File: src/rtl/session_consts.svh
/*
 * Widths and code points of the session layer.
 * Included by the package and by every module that decodes
 * message types, validity grades, session states or event kinds.
 */
`ifndef SESSION_CONSTS_SVH
`define SESSION_CONSTS_SVH

// field widths
`define HOST_ADDR_WIDTH   4
`define NUM_HOSTS         (1 << `HOST_ADDR_WIDTH)
`define COMP_ID_WIDTH     32
`define COMP_SIZE_WIDTH   4
`define STATE_WIDTH       3
`define MSG_TYPE_WIDTH    4
`define VALIDITY_WIDTH    4

// message types, shared by the receive side and create_message_o
`define MSG_HEARTBEAT     4'd1
`define MSG_RESEND_REQ    4'd2
`define MSG_GAP_FILL      4'd4
`define MSG_SEQ_RESET     4'd5
`define MSG_LOGOUT        4'd6
`define MSG_LOGON         4'd10

// validity grading from the receive processor
`define VAL_VALID         4'd0
`define VAL_SEQ_HIGH      4'd1 // gap detected
`define VAL_SEQ_LOW       4'd2 // fatal, below expected
`define VAL_GARBLED       4'd3
`define VAL_INVALID       4'd4

// session states
`define ST_DISCONNECTED   3'd0
`define ST_CONNECTED      3'd1 // acceptor waiting for logon
`define ST_LOGON_SENT     3'd2 // initiator waiting for logon
`define ST_NORMAL         3'd3
`define ST_SENT_HEARTBEAT 3'd4
`define ST_SENT_RESEND    3'd5
`define ST_RESEND_LOGOUT  3'd6 // resend pending, then logout
`define ST_LOGOUT_SENT    3'd7

// event kinds out of the capture stage
`define EV_CONNECT        2'd0
`define EV_TIMEOUT        2'd1
`define EV_MESSAGE        2'd2

`endif

File: src/rtl/session_pkg.sv
/*
 * Width types of the session layer, sized from the constants header.
 * Used in port lists and in the testbench.
 */
package session_pkg;

	`include "session_consts.svh"

	typedef logic [`HOST_ADDR_WIDTH-1:0] host_t;
	typedef logic [`STATE_WIDTH-1:0] state_t;
	typedef logic [`MSG_TYPE_WIDTH-1:0] msg_type_t;
	typedef logic [`VALIDITY_WIDTH-1:0] validity_t;
	typedef logic [`COMP_ID_WIDTH-1:0] comp_id_t;
	typedef logic [`COMP_SIZE_WIDTH-1:0] comp_size_t;

endpackage

File: src/rtl/event_capture.sv
/*
 * First pipeline stage. Picks one of the connect, timeout and message
 * strobes per cycle (connect first, message last) and registers it.
 */
`timescale 1ns/1ps
`include "session_consts.svh"

module event_capture (
	input  logic                   clk,
	input  logic                   rst,
	input  logic                   connect_i,
	input  logic                   timeout_i,
	input  logic                   msg_valid_i,
	input  session_pkg::host_t     host_i,
	input  session_pkg::msg_type_t msg_type_i,
	input  session_pkg::validity_t validity_i,
	output logic                   ev_valid_o,
	output logic [1:0]             ev_kind_o,
	output session_pkg::host_t     ev_host_o,
	output session_pkg::msg_type_t ev_type_o,
	output session_pkg::validity_t ev_validity_o
);

	logic       any_ev;
	logic [1:0] kind_sel;

	assign any_ev = connect_i | timeout_i | msg_valid_i;

	// lower strobes of the same cycle are dropped
	always_comb begin
		if (connect_i)
			kind_sel = `EV_CONNECT;
		else if (timeout_i)
			kind_sel = `EV_TIMEOUT;
		else
			kind_sel = `EV_MESSAGE;
	end

	always_ff @(posedge clk) begin
		if (rst)
			ev_valid_o <= 1'b0;
		else
			ev_valid_o <= any_ev; // idle cycles clear it
	end

	always_ff @(posedge clk) begin
		if (any_ev) begin
			ev_kind_o     <= kind_sel;
			ev_host_o     <= host_i;
			ev_type_o     <= msg_type_i;
			ev_validity_o <= validity_i;
		end
	end

endmodule

File: src/rtl/host_table.sv
/*
 * Per-host configuration: initiator flag, target company id and its size.
 * Written through the config port, read one cycle after the address.
 */
`timescale 1ns/1ps
`include "session_consts.svh"

module host_table (
	input  logic                    clk,
	input  logic                    cfg_we_i,
	input  session_pkg::host_t      cfg_host_i,
	input  logic                    cfg_initiator_i,
	input  session_pkg::comp_id_t   cfg_comp_id_i,
	input  session_pkg::comp_size_t cfg_comp_size_i,
	input  session_pkg::host_t      rd_host_i,
	output logic                    initiator_o,
	output session_pkg::comp_id_t   comp_id_o,
	output session_pkg::comp_size_t comp_size_o
);

	import session_pkg::*;

	logic       initiator_mem [`NUM_HOSTS];
	comp_id_t   comp_id_mem   [`NUM_HOSTS];
	comp_size_t comp_size_mem [`NUM_HOSTS]; // significant bytes of the id

	always_ff @(posedge clk) begin
		if (cfg_we_i) begin
			initiator_mem[cfg_host_i] <= cfg_initiator_i;
			comp_id_mem[cfg_host_i]   <= cfg_comp_id_i;
			comp_size_mem[cfg_host_i] <= cfg_comp_size_i;
		end
	end

	// registered read port
	always_ff @(posedge clk) begin
		initiator_o <= initiator_mem[rd_host_i];
		comp_id_o   <= comp_id_mem[rd_host_i];
		comp_size_o <= comp_size_mem[rd_host_i];
	end

endmodule

File: src/rtl/session_decide.sv
/*
 * Final stage. Applies the session transition rules to the looked-up
 * event, writes the next state back to the state table in the same
 * cycle and registers the disconnect, ignore, sequence and send orders.
 */
`timescale 1ns/1ps
`include "session_consts.svh"

module session_decide (
	input  logic                    clk,
	input  logic                    rst,
	input  logic                    s2_valid_i,
	input  logic [1:0]              s2_kind_i,
	input  session_pkg::host_t      s2_host_i,
	input  session_pkg::msg_type_t  s2_type_i,
	input  session_pkg::validity_t  s2_validity_i,
	input  session_pkg::state_t     s2_state_i,
	input  logic                    s2_initiator_i,
	input  session_pkg::comp_id_t   s2_comp_id_i,
	input  session_pkg::comp_size_t s2_comp_size_i,
	output logic                    wr_en_o,
	output session_pkg::host_t      wr_host_o,
	output session_pkg::state_t     wr_state_o,
	output logic                    disconnect_o,
	output session_pkg::host_t      disconnect_host_o,
	output logic                    ignore_o,
	output logic                    seq_update_o,
	output session_pkg::host_t      seq_host_o,
	output logic                    initiate_msg_o,
	output session_pkg::msg_type_t  create_message_o,
	output session_pkg::comp_id_t   target_comp_id_o,
	output session_pkg::comp_size_t target_comp_size_o
);

	import session_pkg::*;

	state_t    nxt_state;
	msg_type_t send_code;
	logic      do_disc;
	logic      do_ignore;
	logic      do_seq;
	logic      do_send;
	logic      garbled;
	logic      seq_high;
	logic      valid_msg;
	logic      fatal;

	assign garbled   = (s2_validity_i == `VAL_GARBLED);
	assign seq_high  = (s2_validity_i == `VAL_SEQ_HIGH);
	assign valid_msg = (s2_validity_i == `VAL_VALID);
	assign fatal     = (s2_validity_i == `VAL_SEQ_LOW) || (s2_validity_i == `VAL_INVALID);

	always_comb begin
		nxt_state = s2_state_i;
		send_code = `MSG_HEARTBEAT;
		do_disc   = 1'b0;
		do_ignore = 1'b0;
		do_seq    = 1'b0;
		do_send   = 1'b0;

		case (s2_kind_i)
		`EV_CONNECT: begin
			if (s2_initiator_i) begin
				do_send   = 1'b1;
				send_code = `MSG_LOGON;
				nxt_state = `ST_LOGON_SENT;
			end else begin
				nxt_state = `ST_CONNECTED; // acceptor waits for the peer logon
			end
		end
		`EV_TIMEOUT: begin
			if (s2_state_i != `ST_DISCONNECTED) begin
				if (s2_state_i == `ST_LOGOUT_SENT || s2_state_i == `ST_SENT_HEARTBEAT ||
				    (s2_initiator_i && s2_state_i == `ST_LOGON_SENT)) begin
					do_disc = 1'b1; // peer silent too long
				end else begin
					do_send   = 1'b1;
					send_code = `MSG_HEARTBEAT;
					nxt_state = `ST_SENT_HEARTBEAT;
				end
			end
		end
		default: begin
			if (fatal) begin
				do_disc = 1'b1;
			end else begin
				case (s2_state_i)
				`ST_DISCONNECTED:
					do_ignore = 1'b1;
				`ST_CONNECTED, `ST_LOGON_SENT: begin
					if (s2_type_i == `MSG_LOGON && valid_msg) begin
						nxt_state = `ST_NORMAL;
						if (s2_state_i == `ST_CONNECTED) begin
							do_send   = 1'b1; // acceptor answers the logon
							send_code = `MSG_LOGON;
						end
					end else if (s2_type_i == `MSG_LOGON && seq_high) begin
						do_send   = 1'b1;
						send_code = `MSG_RESEND_REQ;
						nxt_state = `ST_SENT_RESEND;
					end else begin
						do_disc = 1'b1;
					end
				end
				`ST_LOGOUT_SENT: begin
					if (garbled)
						do_ignore = 1'b1;
					else
						do_disc = 1'b1;
				end
				`ST_NORMAL, `ST_SENT_HEARTBEAT: begin
					if (garbled) begin
						do_ignore = 1'b1;
					end else if (s2_type_i == `MSG_LOGOUT && seq_high) begin
						do_send   = 1'b1;
						send_code = `MSG_RESEND_REQ;
						nxt_state = `ST_RESEND_LOGOUT;
					end else if (s2_type_i == `MSG_LOGOUT && valid_msg) begin
						do_send   = 1'b1; // confirm logout, then drop
						send_code = `MSG_LOGOUT;
						do_disc   = 1'b1;
					end else if (seq_high) begin
						do_send   = 1'b1;
						send_code = `MSG_RESEND_REQ;
						nxt_state = `ST_SENT_RESEND;
					end else if (s2_type_i == `MSG_HEARTBEAT) begin
						do_send   = 1'b1;
						send_code = `MSG_HEARTBEAT;
						nxt_state = `ST_SENT_HEARTBEAT;
					end else begin
						nxt_state = `ST_NORMAL; // any traffic proves the peer alive
					end
				end
				default: begin
					// resend pending, state held until the gap is filled
					if (garbled) begin
						do_ignore = 1'b1;
					end else if (s2_type_i == `MSG_GAP_FILL || s2_type_i == `MSG_SEQ_RESET) begin
						do_seq = 1'b1;
					end else if (seq_high) begin
						do_send   = 1'b1;
						send_code = `MSG_RESEND_REQ;
					end
				end
				endcase
			end
		end
		endcase

		if (do_disc)
			nxt_state = `ST_DISCONNECTED;
	end

	// writeback lands on the same edge as the registered orders
	assign wr_en_o    = s2_valid_i;
	assign wr_host_o  = s2_host_i;
	assign wr_state_o = nxt_state;

	always_ff @(posedge clk) begin
		if (rst) begin
			disconnect_o       <= 1'b0;
			disconnect_host_o  <= '0;
			ignore_o           <= 1'b0;
			seq_update_o       <= 1'b0;
			seq_host_o         <= '0;
			initiate_msg_o     <= 1'b0;
			create_message_o   <= '0;
			target_comp_id_o   <= '0;
			target_comp_size_o <= '0;
		end else begin
			disconnect_o      <= s2_valid_i & do_disc;
			disconnect_host_o <= (s2_valid_i && do_disc) ? s2_host_i : '0;
			ignore_o          <= s2_valid_i & do_ignore;
			seq_update_o      <= s2_valid_i & do_seq;
			seq_host_o        <= (s2_valid_i && do_seq) ? s2_host_i : '0;
			initiate_msg_o    <= s2_valid_i & do_send;
			if (s2_valid_i && do_send) begin
				create_message_o   <= send_code; // held for the message builder
				target_comp_id_o   <= s2_comp_id_i;
				target_comp_size_o <= s2_comp_size_i;
			end
		end
	end

endmodule

File: src/rtl/session_manager.sv
/*
 * Session layer top. Event capture, table lookup and decision run as a
 * three-stage pipeline; outputs follow each sampled event by three cycles.
 * Host configuration is loaded through the cfg_* write port.
 */
`timescale 1ns/1ps

module session_manager (
	input  logic                    clk,
	input  logic                    rst,
	input  logic                    cfg_we_i,
	input  session_pkg::host_t      cfg_host_i,
	input  logic                    cfg_initiator_i,
	input  session_pkg::comp_id_t   cfg_comp_id_i,
	input  session_pkg::comp_size_t cfg_comp_size_i,
	input  logic                    connect_i,
	input  logic                    timeout_i,
	input  logic                    msg_valid_i,
	input  session_pkg::host_t      host_i,
	input  session_pkg::msg_type_t  msg_type_i,
	input  session_pkg::validity_t  validity_i,
	output logic                    disconnect_o,
	output session_pkg::host_t      disconnect_host_o,
	output logic                    ignore_o,
	output logic                    seq_update_o,
	output session_pkg::host_t      seq_host_o,
	output logic                    initiate_msg_o,
	output session_pkg::msg_type_t  create_message_o,
	output session_pkg::comp_id_t   target_comp_id_o,
	output session_pkg::comp_size_t target_comp_size_o
);

	import session_pkg::*;

	logic       ev_valid;
	logic [1:0] ev_kind;
	host_t      ev_host;
	msg_type_t  ev_type;
	validity_t  ev_validity;

	// stage-2 word, event half registered here, table half from the tables
	logic       s2_valid;
	logic [1:0] s2_kind;
	host_t      s2_host;
	msg_type_t  s2_type;
	validity_t  s2_validity;
	state_t     s2_state;
	logic       s2_initiator;
	comp_id_t   s2_comp_id;
	comp_size_t s2_comp_size;

	logic   wr_en;
	host_t  wr_host;
	state_t wr_state;

	event_capture u_event_capture (
		.clk           (clk),
		.rst           (rst),
		.connect_i     (connect_i),
		.timeout_i     (timeout_i),
		.msg_valid_i   (msg_valid_i),
		.host_i        (host_i),
		.msg_type_i    (msg_type_i),
		.validity_i    (validity_i),
		.ev_valid_o    (ev_valid),
		.ev_kind_o     (ev_kind),
		.ev_host_o     (ev_host),
		.ev_type_o     (ev_type),
		.ev_validity_o (ev_validity)
	);

	host_table u_host_table (
		.clk             (clk),
		.cfg_we_i        (cfg_we_i),
		.cfg_host_i      (cfg_host_i),
		.cfg_initiator_i (cfg_initiator_i),
		.cfg_comp_id_i   (cfg_comp_id_i),
		.cfg_comp_size_i (cfg_comp_size_i),
		.rd_host_i       (ev_host),
		.initiator_o     (s2_initiator),
		.comp_id_o       (s2_comp_id),
		.comp_size_o     (s2_comp_size)
	);

	session_state_table u_session_state_table (
		.clk        (clk),
		.rst        (rst),
		.rd_host_i  (ev_host),
		.wr_en_i    (wr_en),
		.wr_host_i  (wr_host),
		.wr_state_i (wr_state),
		.rd_state_o (s2_state)
	);

	// lookup stage, keeps the event in step with the table reads
	always_ff @(posedge clk) begin
		if (rst)
			s2_valid <= 1'b0;
		else
			s2_valid <= ev_valid;
	end

	always_ff @(posedge clk) begin
		s2_kind     <= ev_kind;
		s2_host     <= ev_host;
		s2_type     <= ev_type;
		s2_validity <= ev_validity;
	end

	session_decide u_session_decide (
		.clk                (clk),
		.rst                (rst),
		.s2_valid_i         (s2_valid),
		.s2_kind_i          (s2_kind),
		.s2_host_i          (s2_host),
		.s2_type_i          (s2_type),
		.s2_validity_i      (s2_validity),
		.s2_state_i         (s2_state),
		.s2_initiator_i     (s2_initiator),
		.s2_comp_id_i       (s2_comp_id),
		.s2_comp_size_i     (s2_comp_size),
		.wr_en_o            (wr_en),
		.wr_host_o          (wr_host),
		.wr_state_o         (wr_state),
		.disconnect_o       (disconnect_o),
		.disconnect_host_o  (disconnect_host_o),
		.ignore_o           (ignore_o),
		.seq_update_o       (seq_update_o),
		.seq_host_o         (seq_host_o),
		.initiate_msg_o     (initiate_msg_o),
		.create_message_o   (create_message_o),
		.target_comp_id_o   (target_comp_id_o),
		.target_comp_size_o (target_comp_size_o)
	);

endmodule

File: src/rtl/session_state_table.sv
/*
 * Session state per host. Reset returns every host to disconnected.
 * Synchronous read; a write to the host being read is forwarded.
 */
`timescale 1ns/1ps
`include "session_consts.svh"

module session_state_table (
	input  logic                clk,
	input  logic                rst,
	input  session_pkg::host_t  rd_host_i,
	input  logic                wr_en_i,
	input  session_pkg::host_t  wr_host_i,
	input  session_pkg::state_t wr_state_i,
	output session_pkg::state_t rd_state_o
);

	import session_pkg::*;

	state_t state_mem [`NUM_HOSTS];
	logic   bypass;

	// decide stage writes the host that lookup is reading right now
	assign bypass = wr_en_i && (wr_host_i == rd_host_i);

	always_ff @(posedge clk) begin
		if (rst) begin
			for (int i = 0; i < `NUM_HOSTS; i++)
				state_mem[i] <= `ST_DISCONNECTED;
		end else if (wr_en_i) begin
			state_mem[wr_host_i] <= wr_state_i;
		end
	end

	always_ff @(posedge clk) begin
		if (rst)
			rd_state_o <= `ST_DISCONNECTED;
		else if (bypass)
			rd_state_o <= wr_state_i;
		else
			rd_state_o <= state_mem[rd_host_i];
	end

endmodule

File: config.mk
export PLATFORM = sky130hd
export DESIGN_NAME = session_manager
export DESIGN_NICKNAME = d
export VERILOG_FILES = /design/src/rtl/session_pkg.sv /design/src/rtl/event_capture.sv /design/src/rtl/host_table.sv /design/src/rtl/session_decide.sv /design/src/rtl/session_manager.sv /design/src/rtl/session_state_table.sv
export VERILOG_INCLUDE_DIRS = /design/src /design/src/rtl
export SDC_FILE = /design/constraint.sdc
export NUM_CORES = 1
export LEC_CHECK = 0
export BUFFER_PORTS_ARGS = -buffer_cell sky130_fd_sc_hd__buf_2
export CAP_MARGIN = 10
export CORE_UTILIZATION = 30
export CTS_CLUSTER_SIZE = 30
export DETAILED_ROUTE_END_ITERATION = 12
export GPL_TIMING_DRIVEN = 1
export SYNTH_ARGS = -nofsm -noshare
export SYNTH_HDL_FRONTEND = slang
export SYNTH_HIERARCHICAL = 1
export SYNTH_SLANG_ARGS = --single-unit
File: constraint.sdc
create_clock -name clk -period 4.5 [get_ports clk]
set_input_delay 0.9 -clock clk [delete_from_list [all_inputs] [get_ports clk]]
set_output_delay 0.9 -clock clk [all_outputs]
set_load 0.005 [all_outputs]
==> results of run 1 <==
[power by group through the flow]
stage	Combinational, uW	Sequential (uW)	Clock (uW)
after floorplan	698	8100	0
after global placement	1020	8150	0
after detailed placement	1040	8160	0
after CTS	1050	8010	6760
after global routing	1120	8030	7030
final	1030	8010	6590
[final timing paths]
| check | startpoint | endpoint | slack [ps] | cells after the start |
|---|---|---|---|---|
| worst max-delay path | s2_validity[0]$_DFF_P_ | u_session_state_table/state_mem[4][0]$_SDFFCE_PN0P_ | 1540 | 6 |
| worst min-delay path | u_event_capture/ev_type_o[3]$_DFFE_PP_ | s2_type[3]$_DFF_P_ | 340 | 0 |
| worst max register to register | s2_validity[0]$_DFF_P_ | u_session_state_table/state_mem[4][0]$_SDFFCE_PN0P_ | 1540 | 6 |
| worst min register to register | u_event_capture/ev_type_o[3]$_DFFE_PP_ | s2_type[3]$_DFF_P_ | 340 | 0 |
[registers in the layout, summed over array words and instances, names as in the netlist, 2 cells and up]
signal                               cells
u_host_table/initiator_mem              16
u_host_table/comp_size_o                 4
u_session_decide/create_message_o        4
s2_host                                  4
u_session_decide/target_comp_id_o       32
u_event_capture/ev_host_o                4
s2_validity                              4
u_host_table/comp_size_mem              64
u_session_state_table/rd_state_o         3
u_session_decide/seq_host_o              4
s2_type                                  4
u_session_decide/target_comp_size_o      4
u_session_state_table/state_mem         48
u_session_decide/disconnect_host_o       4
u_event_capture/ev_validity_o            4
u_event_capture/ev_type_o                4
u_host_table/comp_id_mem               512
u_host_table/comp_id_o                  32
u_event_capture/ev_kind_o                2
s2_kind                                  2
[cell usage in the layout (no fill, tap or decap), types with 10 or more instances in the layout]
cell type,n
a22oi_1,80
and2_1,56
buf_2,110
buf_4,30
clkbuf_1,13
clkbuf_16,83
clkbuf_8,11
clkinv_2,18
dfxtp_1,108
edfxtp_1,654
mux2i_1,39
mux4_2,151
nand2_1,127
nand3_1,10
nor2_1,25
nor2_4,13
or2_2,16
[metrics by stage]
stage | hold WS (ps) | cell area, um2
final | 341 | 33700
after CTS | 343 | 33700
after floorplan | 323 | 28900
after global placement | 331 | 31000
after detailed placement | 327 | 31000
after global routing | 345 | 33700
[worst max-delay path: stages (launching register included)]
cell	delay (ps)
dfxtp_1	520
nor4b_1	540
nor2_1	100
o21ai_0	320
a221oi_1	190
a2111oi_4	890
and2_1	260
[layout make-up]
type / instances / share of cell area
Timing Repair Buffer: 144 / 0.0254
Clock buffer: 107 / 0.0675
Sequential cell: 762 / 0.646
Inverter: 6 / 0.000704
Multi-Input combinational cell: 643 / 0.201
Clock inverter: 42 / 0.0126
Tap cell: 1265 / 0.0469
Antenna cell: 1 / 0.0000742
[layer usage]
layer  vias to the layer above  routed length [um]  part of all wire
li1                       6298                   -                 -
met1                      7364               27500              0.43
met2                       425               31000              0.49
met3                       107                3720             0.059
met4                         6                1240             0.020
met5                         -                  45           0.00071
[logic make-up (layout without fill, tap and decap cells)]
logic type | after synthesis | after routing | share of synthesized area
AO/OA/AOI/OAI | 132 | 132 | 0.0346
AND/OR/NAND/NOR | 306 | 306 | 0.0533
buffers and inverters | 88 | 299 | 0.0178
multiplexers | 199 | 199 | 0.139
other | 0 | 1 | 0
XOR/XNOR | 6 | 6 | 0.00182
flip-flops | 762 | 762 | 0.753
==> flow_summary.yaml, run 1 <==
cells_and_area:
  finalNonFillerCells: 2970
  drive_above_1_share: 0.280
  area_growth_pct: 16.6
  fin_util: 0.354
  multi_input_area_mm2: 0.00678
  final_nets: 1696
  fillers: 8818
  register_area_mm2: 0.0218
global_routing:
  busiest_layer: "met2"
  grt_max_degree: 79
  grt_usage: 0.130
  use_met2: 0.216
  gr-total-overflow: 0
  grt_use_met1: 0.173
  grt_pass1_vias: 14800
  grt_pass1_wl_um: 95100
  antenna_found_initial: 7
  grt_use_met3: 0.0295
floorplanning:
  io_pins: 111
  fp.dieArea_mm2: 0.0977
  core_mm2: 0.0953
  die_w_um: 313
  die_y_um: 313
  num_rows: 113
  initial_core_util: 0.304
yosys:
  ys_top_cells_by_area: "edfxtp_1, mux4_2, dfxtp_1, a22oi_1, nand2_1"
  async_reset_ff_frac: 0
  netlist_area_mm2: 0.0289
  synth_top_area_frac: 0.679
  yosys.area.top_type: "edfxtp_1"
  synth_cells: 1493
  synth_nets: 1552
  yosysMostFrequentCell: "edfxtp_1"
  synth_common_cells: "edfxtp_1, mux4_2, nand2_1, dfxtp_1, a22oi_1"
  seq_area_frac_synth: 0.753
  yosysUniqueCellTypes: 66
  yosys_register_bits: 762
  ys_warn_count: 6
  synth_top_flop_cell: "edfxtp_1"
  avgSynthCellArea_um2: 19.4
  synth_edf_count: 654
clock_tree:
  cts.clk_slew.worst_paths_ps: 60
  tritoncts: "built"
  postCtsSetupRepairBufs: 0
  clk_latency_ps: 640
  cts_hold_repair.buffers: 0
  cts.sinks: 762
  h-tree-depth: 3
  cts_buffers: 80
  cts_buffer_depth: 3
  post_cts_resized: 0
  clockRootBuffer: "clkbuf_16"
worst_setup_path:
  required_ps: 4970
  critPathKind: "reg2reg"
  critPathMaxFanout: 17
  cp-end-kind: "flop"
  cp_data_arrival_time_ps: 3440
  crit_path_start_kind: "flop"
timing:
  final_hold_viol_count: 0
  worst_pin_slew_ps: 1210
  max-slew-margin-rel: 0.190
  fin_tns_setup_ps: 0
  final.period_utilization: 0.659
  fmax_ghz: 0.337
  period_needed_ps: 2960
  setup_viol: 0
  rsz0062_at_grt: "no"
  skew_ps: 30.2
  slew_violations: 0
  fin_ws_ps: 1540
detailed_routing:
  viasPerCell: 4.78
  drc: 0
  wl_um: 63500
  postRouteAntennaNets: 0
  dr.pass1.iters: 5
  num_vias: 14200
  drt_iter0_drc: 1144
  drt-wirelength-per-cell_um: 21.4
placed_design:
  place_ws_ps: 1450
  portBuffers: 110
  placedCellCount: 2820
  dp.final_hpwl_um: 39100
  routabilityCongestion: 0.789
power_and_ir_drop:
  leakagePower_uw: 0.0111
  vdd_drop_max_uv: 283
  p_clk_frac: 0.422
  power.net_switching_uw: 3520
  pwr-share-seq: 0.513
  power_uw: 15600
  swShare: 0.225
  powerDensity_mw_per_mm2: 463
  p_int_uw: 12100
  combPwrFrac: 0.066
min_path:
  hold_path_class: "reg2reg"
run:
  cap_violations: 0
status:
  status: "complete, no violations"
(Power assumes the default switching activity.)
==> inputs of run 2 (changes only) <==
- ABC_AREA: default -> 1
- clock period: 4.5 -> 3 ns (I/O delays scaled with it)
==> run 2 against run 1 <==
  * Non-clock buffer count grew 10
  * Global-route usage grew 1.7 points
  * Via count grew 50%
  * Clock skew is essentially flat
  * Die area grew 11%
  * Hold slack lost 180 ps
  * Cell count grew 59%
  * Setup slack lost 1100 ps
  * Utilization shrank 0.51 points
  * Clock-buffer cell count grew 5
  * Combinational power grew 110%
  * First-iteration DRC count grew 46%
  * Largest cell class unchanged
  * Largest power group unchanged
==> flow_summary.yaml, run 2 <==
floorplanning:
  core_mm2: 0.106
  fp.dieArea_mm2: 0.109
  io_pins: 111
  num_rows: 119
  die_w_um: 330
  initial_core_util: 0.304
  die_y_um: 330
clock_tree:
  cts.clk_slew.worst_paths_ps: 60
  cts_hold_repair.buffers: 0
  clk_latency_ps: 620
  post_cts_resized: 0
  h-tree-depth: 3
  postCtsSetupRepairBufs: 0
  cts_buffers: 80
  cts.sinks: 762
  cts_buffer_depth: 3
  clockRootBuffer: "clkbuf_16"
  tritoncts: "built"
yosys:
  netlist_area_mm2: 0.0322
  async_reset_ff_frac: 0
  synth_top_flop_cell: "edfxtp_1"
  synth_common_cells: "nand2_1, edfxtp_1, inv_1, nand3_1, nor2_1"
  synth_nets: 3253
  ys_top_cells_by_area: "edfxtp_1, nand2_1, nand3_1, dfxtp_1, inv_1"
  yosys.area.top_type: "edfxtp_1"
  synth_edf_count: 654
  seq_area_frac_synth: 0.677
  avgSynthCellArea_um2: 10.1
  ys_warn_count: 6
  yosysMostFrequentCell: "nand2_1"
  yosysUniqueCellTypes: 30
  yosys_register_bits: 762
  synth_cells: 3194
  synth_top_area_frac: 0.610
power_and_ir_drop:
  powerDensity_mw_per_mm2: 647
  vdd_drop_max_uv: 426
  leakagePower_uw: 0.0157
detailed_routing:
  drt-wirelength-per-cell_um: 16.9
  drc: 0
  dr.pass1.iters: 5
  viasPerCell: 4.51
  postRouteAntennaNets: 0
  wl_um: 79700
  drt_iter0_drc: 1667
  num_vias: 21300
timing:
  final.period_utilization: 0.842
  skew_ps: 30.2
  max-slew-margin-rel: 0.352
  fin_tns_setup_ps: 0
  fin_ws_ps: 475
  fmax_ghz: 0.396
  worst_pin_slew_ps: 971
  hold_ws_ps: 158
  period_needed_ps: 2520
  setup_viol: 0
  slew_violations: 0
  rsz0062_at_grt: "no"
  final_hold_viol_count: 0
cells_and_area:
  final_cell_mix: "nand2_1, edfxtp_1, inv_1, nand3_1, nor2_1"
  drive_above_1_share: 0.0923
  top_register: "u_host_table/comp_id_mem"
  final_nets: 3335
  finalNonFillerCells: 4730
  fillers: 10400
  final_common_cell: "nand2_1"
  largest_reg_flops: 512
  top_regs: "u_host_table/comp_id_mem (512), u_host_table/comp_size_mem (64), u_session_state_table/state_mem (48)"
  area_growth_pct: 14.7
worst_setup_path:
  required_ps: 3340
  cp_data_arrival_time_ps: 2870
  critPathKind: "reg2reg"
  cp-end-kind: "flop"
  crit_path_start_kind: "flop"
  reg2reg_depth: 13
  critPathMaxFanout: 16
placed_design:
  routabilityCongestion: 0.811
  dp.final_hpwl_um: 41700
  place_ws_ps: 544
  portBuffers: 110
  placedCellCount: 4585
global_routing:
  grt_pass1_vias: 20600
  antenna_found_initial: 16
  grt_usage: 0.147
  grt_pass1_wl_um: 122000
  grt_max_degree: 123
  gr-total-overflow: 0
min_path:
  hold_path_class: "in2reg"
  worstHoldPathCells: 1
status:
  status: "complete, no violations"
run:
  cap_violations: 0
-- run 2: changes by cell type in the layout (fill, tap and decap cells not counted), moves of 9 or more --
cell,before,now
mux2i_1,39,0
mux4_1,9,0
a22oi_1,80,0
inv_1,5,520
and2_1,56,1
nand2_1,127,994
nand3_1,10,500
or2_2,16,0
nor2_1,25,157
buf_12,4,30
nand3b_1,6,36
buf_4,30,14
mux4_2,151,0
-- run 2: cell type report --
type	count	area, um2	share of cell area
clock buffers	112	2300	0.0622
inverters	534	2020	0.0547
diodes	1	2.50	0.0000677
repair buffers	154	1260	0.0340
well taps	1391	1740	0.0471
multi-input cells	1744	7530	0.204
clock inverters	32	303	0.00820
flip-flops and latches	762	21800	0.590
-- run 2: through the flow --
step / total power (uW) / cell area, um2 / util
finish: 23900 / 36900 / 0.349
global route: 24800 / 36900 / 0.349
CTS: 24100 / 36900 / 0.349
global placement: 14400 / 34300 / 0.324
floorplan: 13600 / 32200 / -
detailed placement: 14400 / 34300 / 0.324
-- run 2: cells by family (layout without fill, tap and decap cells) --
kind of cell           after synthesis  after routing  synth area share
AO/OA/AOI/OAI                       22             22           0.00412
XOR/XNOR                             1              1          0.000272
buffers and inverters              688            832            0.0924
flip-flops                         762            762             0.677
other                                0              1                 0
AND/OR/NAND/NOR                   1721           1721             0.226
-- run 2: routing by layer --
| metal | track usage | up-vias | wire length, um |
|---|---|---|---|
| li1 | - | 10400 | - |
| met1 | 0.195 | 10200 | 35000 |
| met2 | 0.241 | 586 | 37100 |
| met3 | 0.0337 | 145 | 5750 |
| met4 | 0.0383 | 14 | 1750 |
| met5 | 0 | - | 94 |
-- run 2: final timing paths --
kind | start | to | slack (ps)
hold reg to reg | u_event_capture/ev_validity_o[0]$_DFFE_PP_ | s2_validity[0]$_DFF_P_ | 330
setup reg to reg | u_session_state_table/rd_state_o[0]$_SDFF_PP0_ | u_session_state_table/state_mem[2][0]$_SDFFCE_PN0P_ | 480
setup / recovery | u_session_state_table/rd_state_o[0]$_SDFF_PP0_ | u_session_state_table/state_mem[2][0]$_SDFFCE_PN0P_ | 480
hold / removal | host_i[2] | u_event_capture/ev_host_o[2]$_DFFE_PP_ | 160
-- run 2: where the power goes --
group          switching [uW]  internal, uW  leakage [uW]
combinational            1500           631       0.00752
clock                    3970          5770       0.00128
sequential                149         11900       0.00688
total                    5630         18300        0.0157
-- run 2: critical path: stages (launching register included) --
cell and delay [ps]:
dfxtp_1 430, nand2_1 150, nand2_2 140, inv_1 60, nor2_1 280, nand2_1 140, o2111ai_1 120, nand2_1 100
nand2_1 120, inv_1 50, nand2_1 50, nor2_1 50, inv_1 460, nor2_1 120
==> inputs of run 3 (changes only) <==
- ABC_AREA: 1 -> 0
- clock period: 3 -> 2.2 ns (I/O delays scaled with it)
==> run 3 against run 2 <==
  * The run now ends with negative setup slack left
  * Setup slack worse by 510 ps
  * Hold slack worse by 120 ps
  * Global-route usage is 1.0 points lower
  * Critical path type unchanged
  * Highest routed layer unchanged
==> flow_summary.yaml, run 3 (same netlist as run 1, synthesis figures left out) <==
worst_setup_path:
  cp-end-kind: "flop"
  required_ps: 2550
  cp_data_arrival_time_ps: 2580
  crit_path_start_kind: "flop"
  critPathMaxFanout: 17
  critPathKind: "reg2reg"
detailed_routing:
  dr.pass1.iters: 5
  drt-wirelength-per-cell_um: 22.1
  drt_iter0_drc: 1385
  viasPerCell: 4.91
  drc: 0
  num_vias: 14800
  wl_um: 66800
  postRouteAntennaNets: 0
floorplanning:
  initial_core_util: 0.304
  die_w_um: 313
  num_rows: 113
  die_y_um: 313
  io_pins: 111
  core_mm2: 0.0953
  fp.dieArea_mm2: 0.0977
placed_design:
  dp.final_hpwl_um: 35900
  post_dp_cell_area_mm2: 0.0319
  placedCellCount: 2867
  routabilityCongestion: 0.859
  portBuffers: 110
power_and_ir_drop:
  powerDensity_mw_per_mm2: 926
  power_uw: 32300
  pwr-share-seq: 0.506
  p_clk_frac: 0.419
  p_int_uw: 25200
  leakagePower_uw: 0.0116
  vdd_drop_max_uv: 546
  swShare: 0.219
  combPwrFrac: 0.075
  power.net_switching_uw: 7070
timing:
  max-slew-margin-rel: 0.578
  fmax_ghz: 0.447
  rsz0062_at_grt: "yes"
  fin_ws_ps: -35.9
  slew_violations: 0
  final.period_utilization: 1.02
  final_hold_viol_count: 0
  hold_ws_ps: 33.5
  worst_pin_slew_ps: 633
  setup_viol: 32
  skew_ps: 50.0
  period_needed_ps: 2240
cells_and_area:
  final_common_cell: "edfxtp_1"
  area_growth_pct: 20.6
  drive_above_1_share: 0.313
  diodes: 0
  stdcell_area_mm2: 0.0349
  final_nets: 1755
  fin_util: 0.366
  finalNonFillerCells: 3024
  top_regs: "u_host_table/comp_id_mem (512), u_host_table/comp_size_mem (64), u_session_state_table/state_mem (48)"
  final_cell_mix: "edfxtp_1, mux4_2, nand2_1, buf_2, dfxtp_1"
  largest_reg_flops: 512
  top_register: "u_host_table/comp_id_mem"
global_routing:
  gr-total-overflow: 0
  grt_pass1_wl_um: 99300
  grt_max_degree: 74
  grt_usage: 0.136
  antenna_found_initial: 15
  grt_pass1_vias: 15400
clock_tree:
  cts.sinks: 762
  cts_buffer_depth: 3
  clockRootBuffer: "clkbuf_16"
  cts_buffers: 78
  h-tree-depth: 3
  clk_latency_ps: 640
  tritoncts: "built"
  cts.clk_slew.worst_paths_ps: 50
status:
  status: "finished, violations left"
  violations: "negative setup slack"
min_path:
  hold_path_class: "in2reg"
run:
  cap_violations: 0
## run 3: timing repair
item,CTS,global route
hold endpoints to repair,7,0
setup buffers,3,2
resized for setup,22,13
setup endpoints to repair,49,53
pin swaps,7,5
gates cloned,2,0
hold buffers,7,0
## run 3: layer usage
layer | track usage | vias to the layer above | wire length, um
met4 | 0.0336 | 12 | 1280
li1 | - | 6422 | -
met2 | 0.217 | 467 | 31500
met1 | 0.192 | 7832 | 29800
met3 | 0.0276 | 109 | 4170
met5 | 0 | - | 83
## run 3: final timing paths
path | from | end | slack, ps | cells past startpoint
worst min register to register | u_event_capture/ev_type_o[3]$_DFFE_PP_ | s2_type[3]$_DFF_P_ | 330 | 0
worst min-delay path | validity_i[3] | u_event_capture/ev_validity_o[3]$_DFFE_PP_ | 30 | 1
worst max-delay path | s2_type[2]$_DFF_P_ | u_session_state_table/state_mem[1][0]$_SDFFCE_PN0P_ | -40 | 7
worst max register to register | s2_type[2]$_DFF_P_ | u_session_state_table/state_mem[1][0]$_SDFFCE_PN0P_ | -40 | 7
## run 3: final cells by class
class                      count  area (um2)
fill                        8725       60400
sequential                   762       21800
multi-input combinational    643        6970
clock buffer                 110        2240
timing repair buffer         205        1830
tap                         1265        1580
clock inverter                33         440
inverter                       6        23.8
## run 3: metrics by stage
step	worst slack, ps	setup TNS [ps]
floorplan	-485	-190370
CTS	-11.8	-46.5
global placement	-93.1	-2090
detailed placement	-82.2	-3100
finish	-35.9	-547
global route	-86.5	-2380
## run 3: power groups by stage
stage               sequential [uW]  combinational, uW  clock, uW
floorplan                     16600               1460          0
global placement              16600               2310          0
detailed placement            16600               2360          0
CTS                           16300               2440      13800
global route                  16400               2630      14400
finish                        16300               2440      13500
## run 3: worst max-delay path, cell delays in order (launching register included)
cell and delay [ps]:
dfxtp_2 340, or4bb_4 580, nor2_4 180, o31ai_2 100, a221oi_2 380, a2111oi_4 90
buf_12 190, and2_4 130
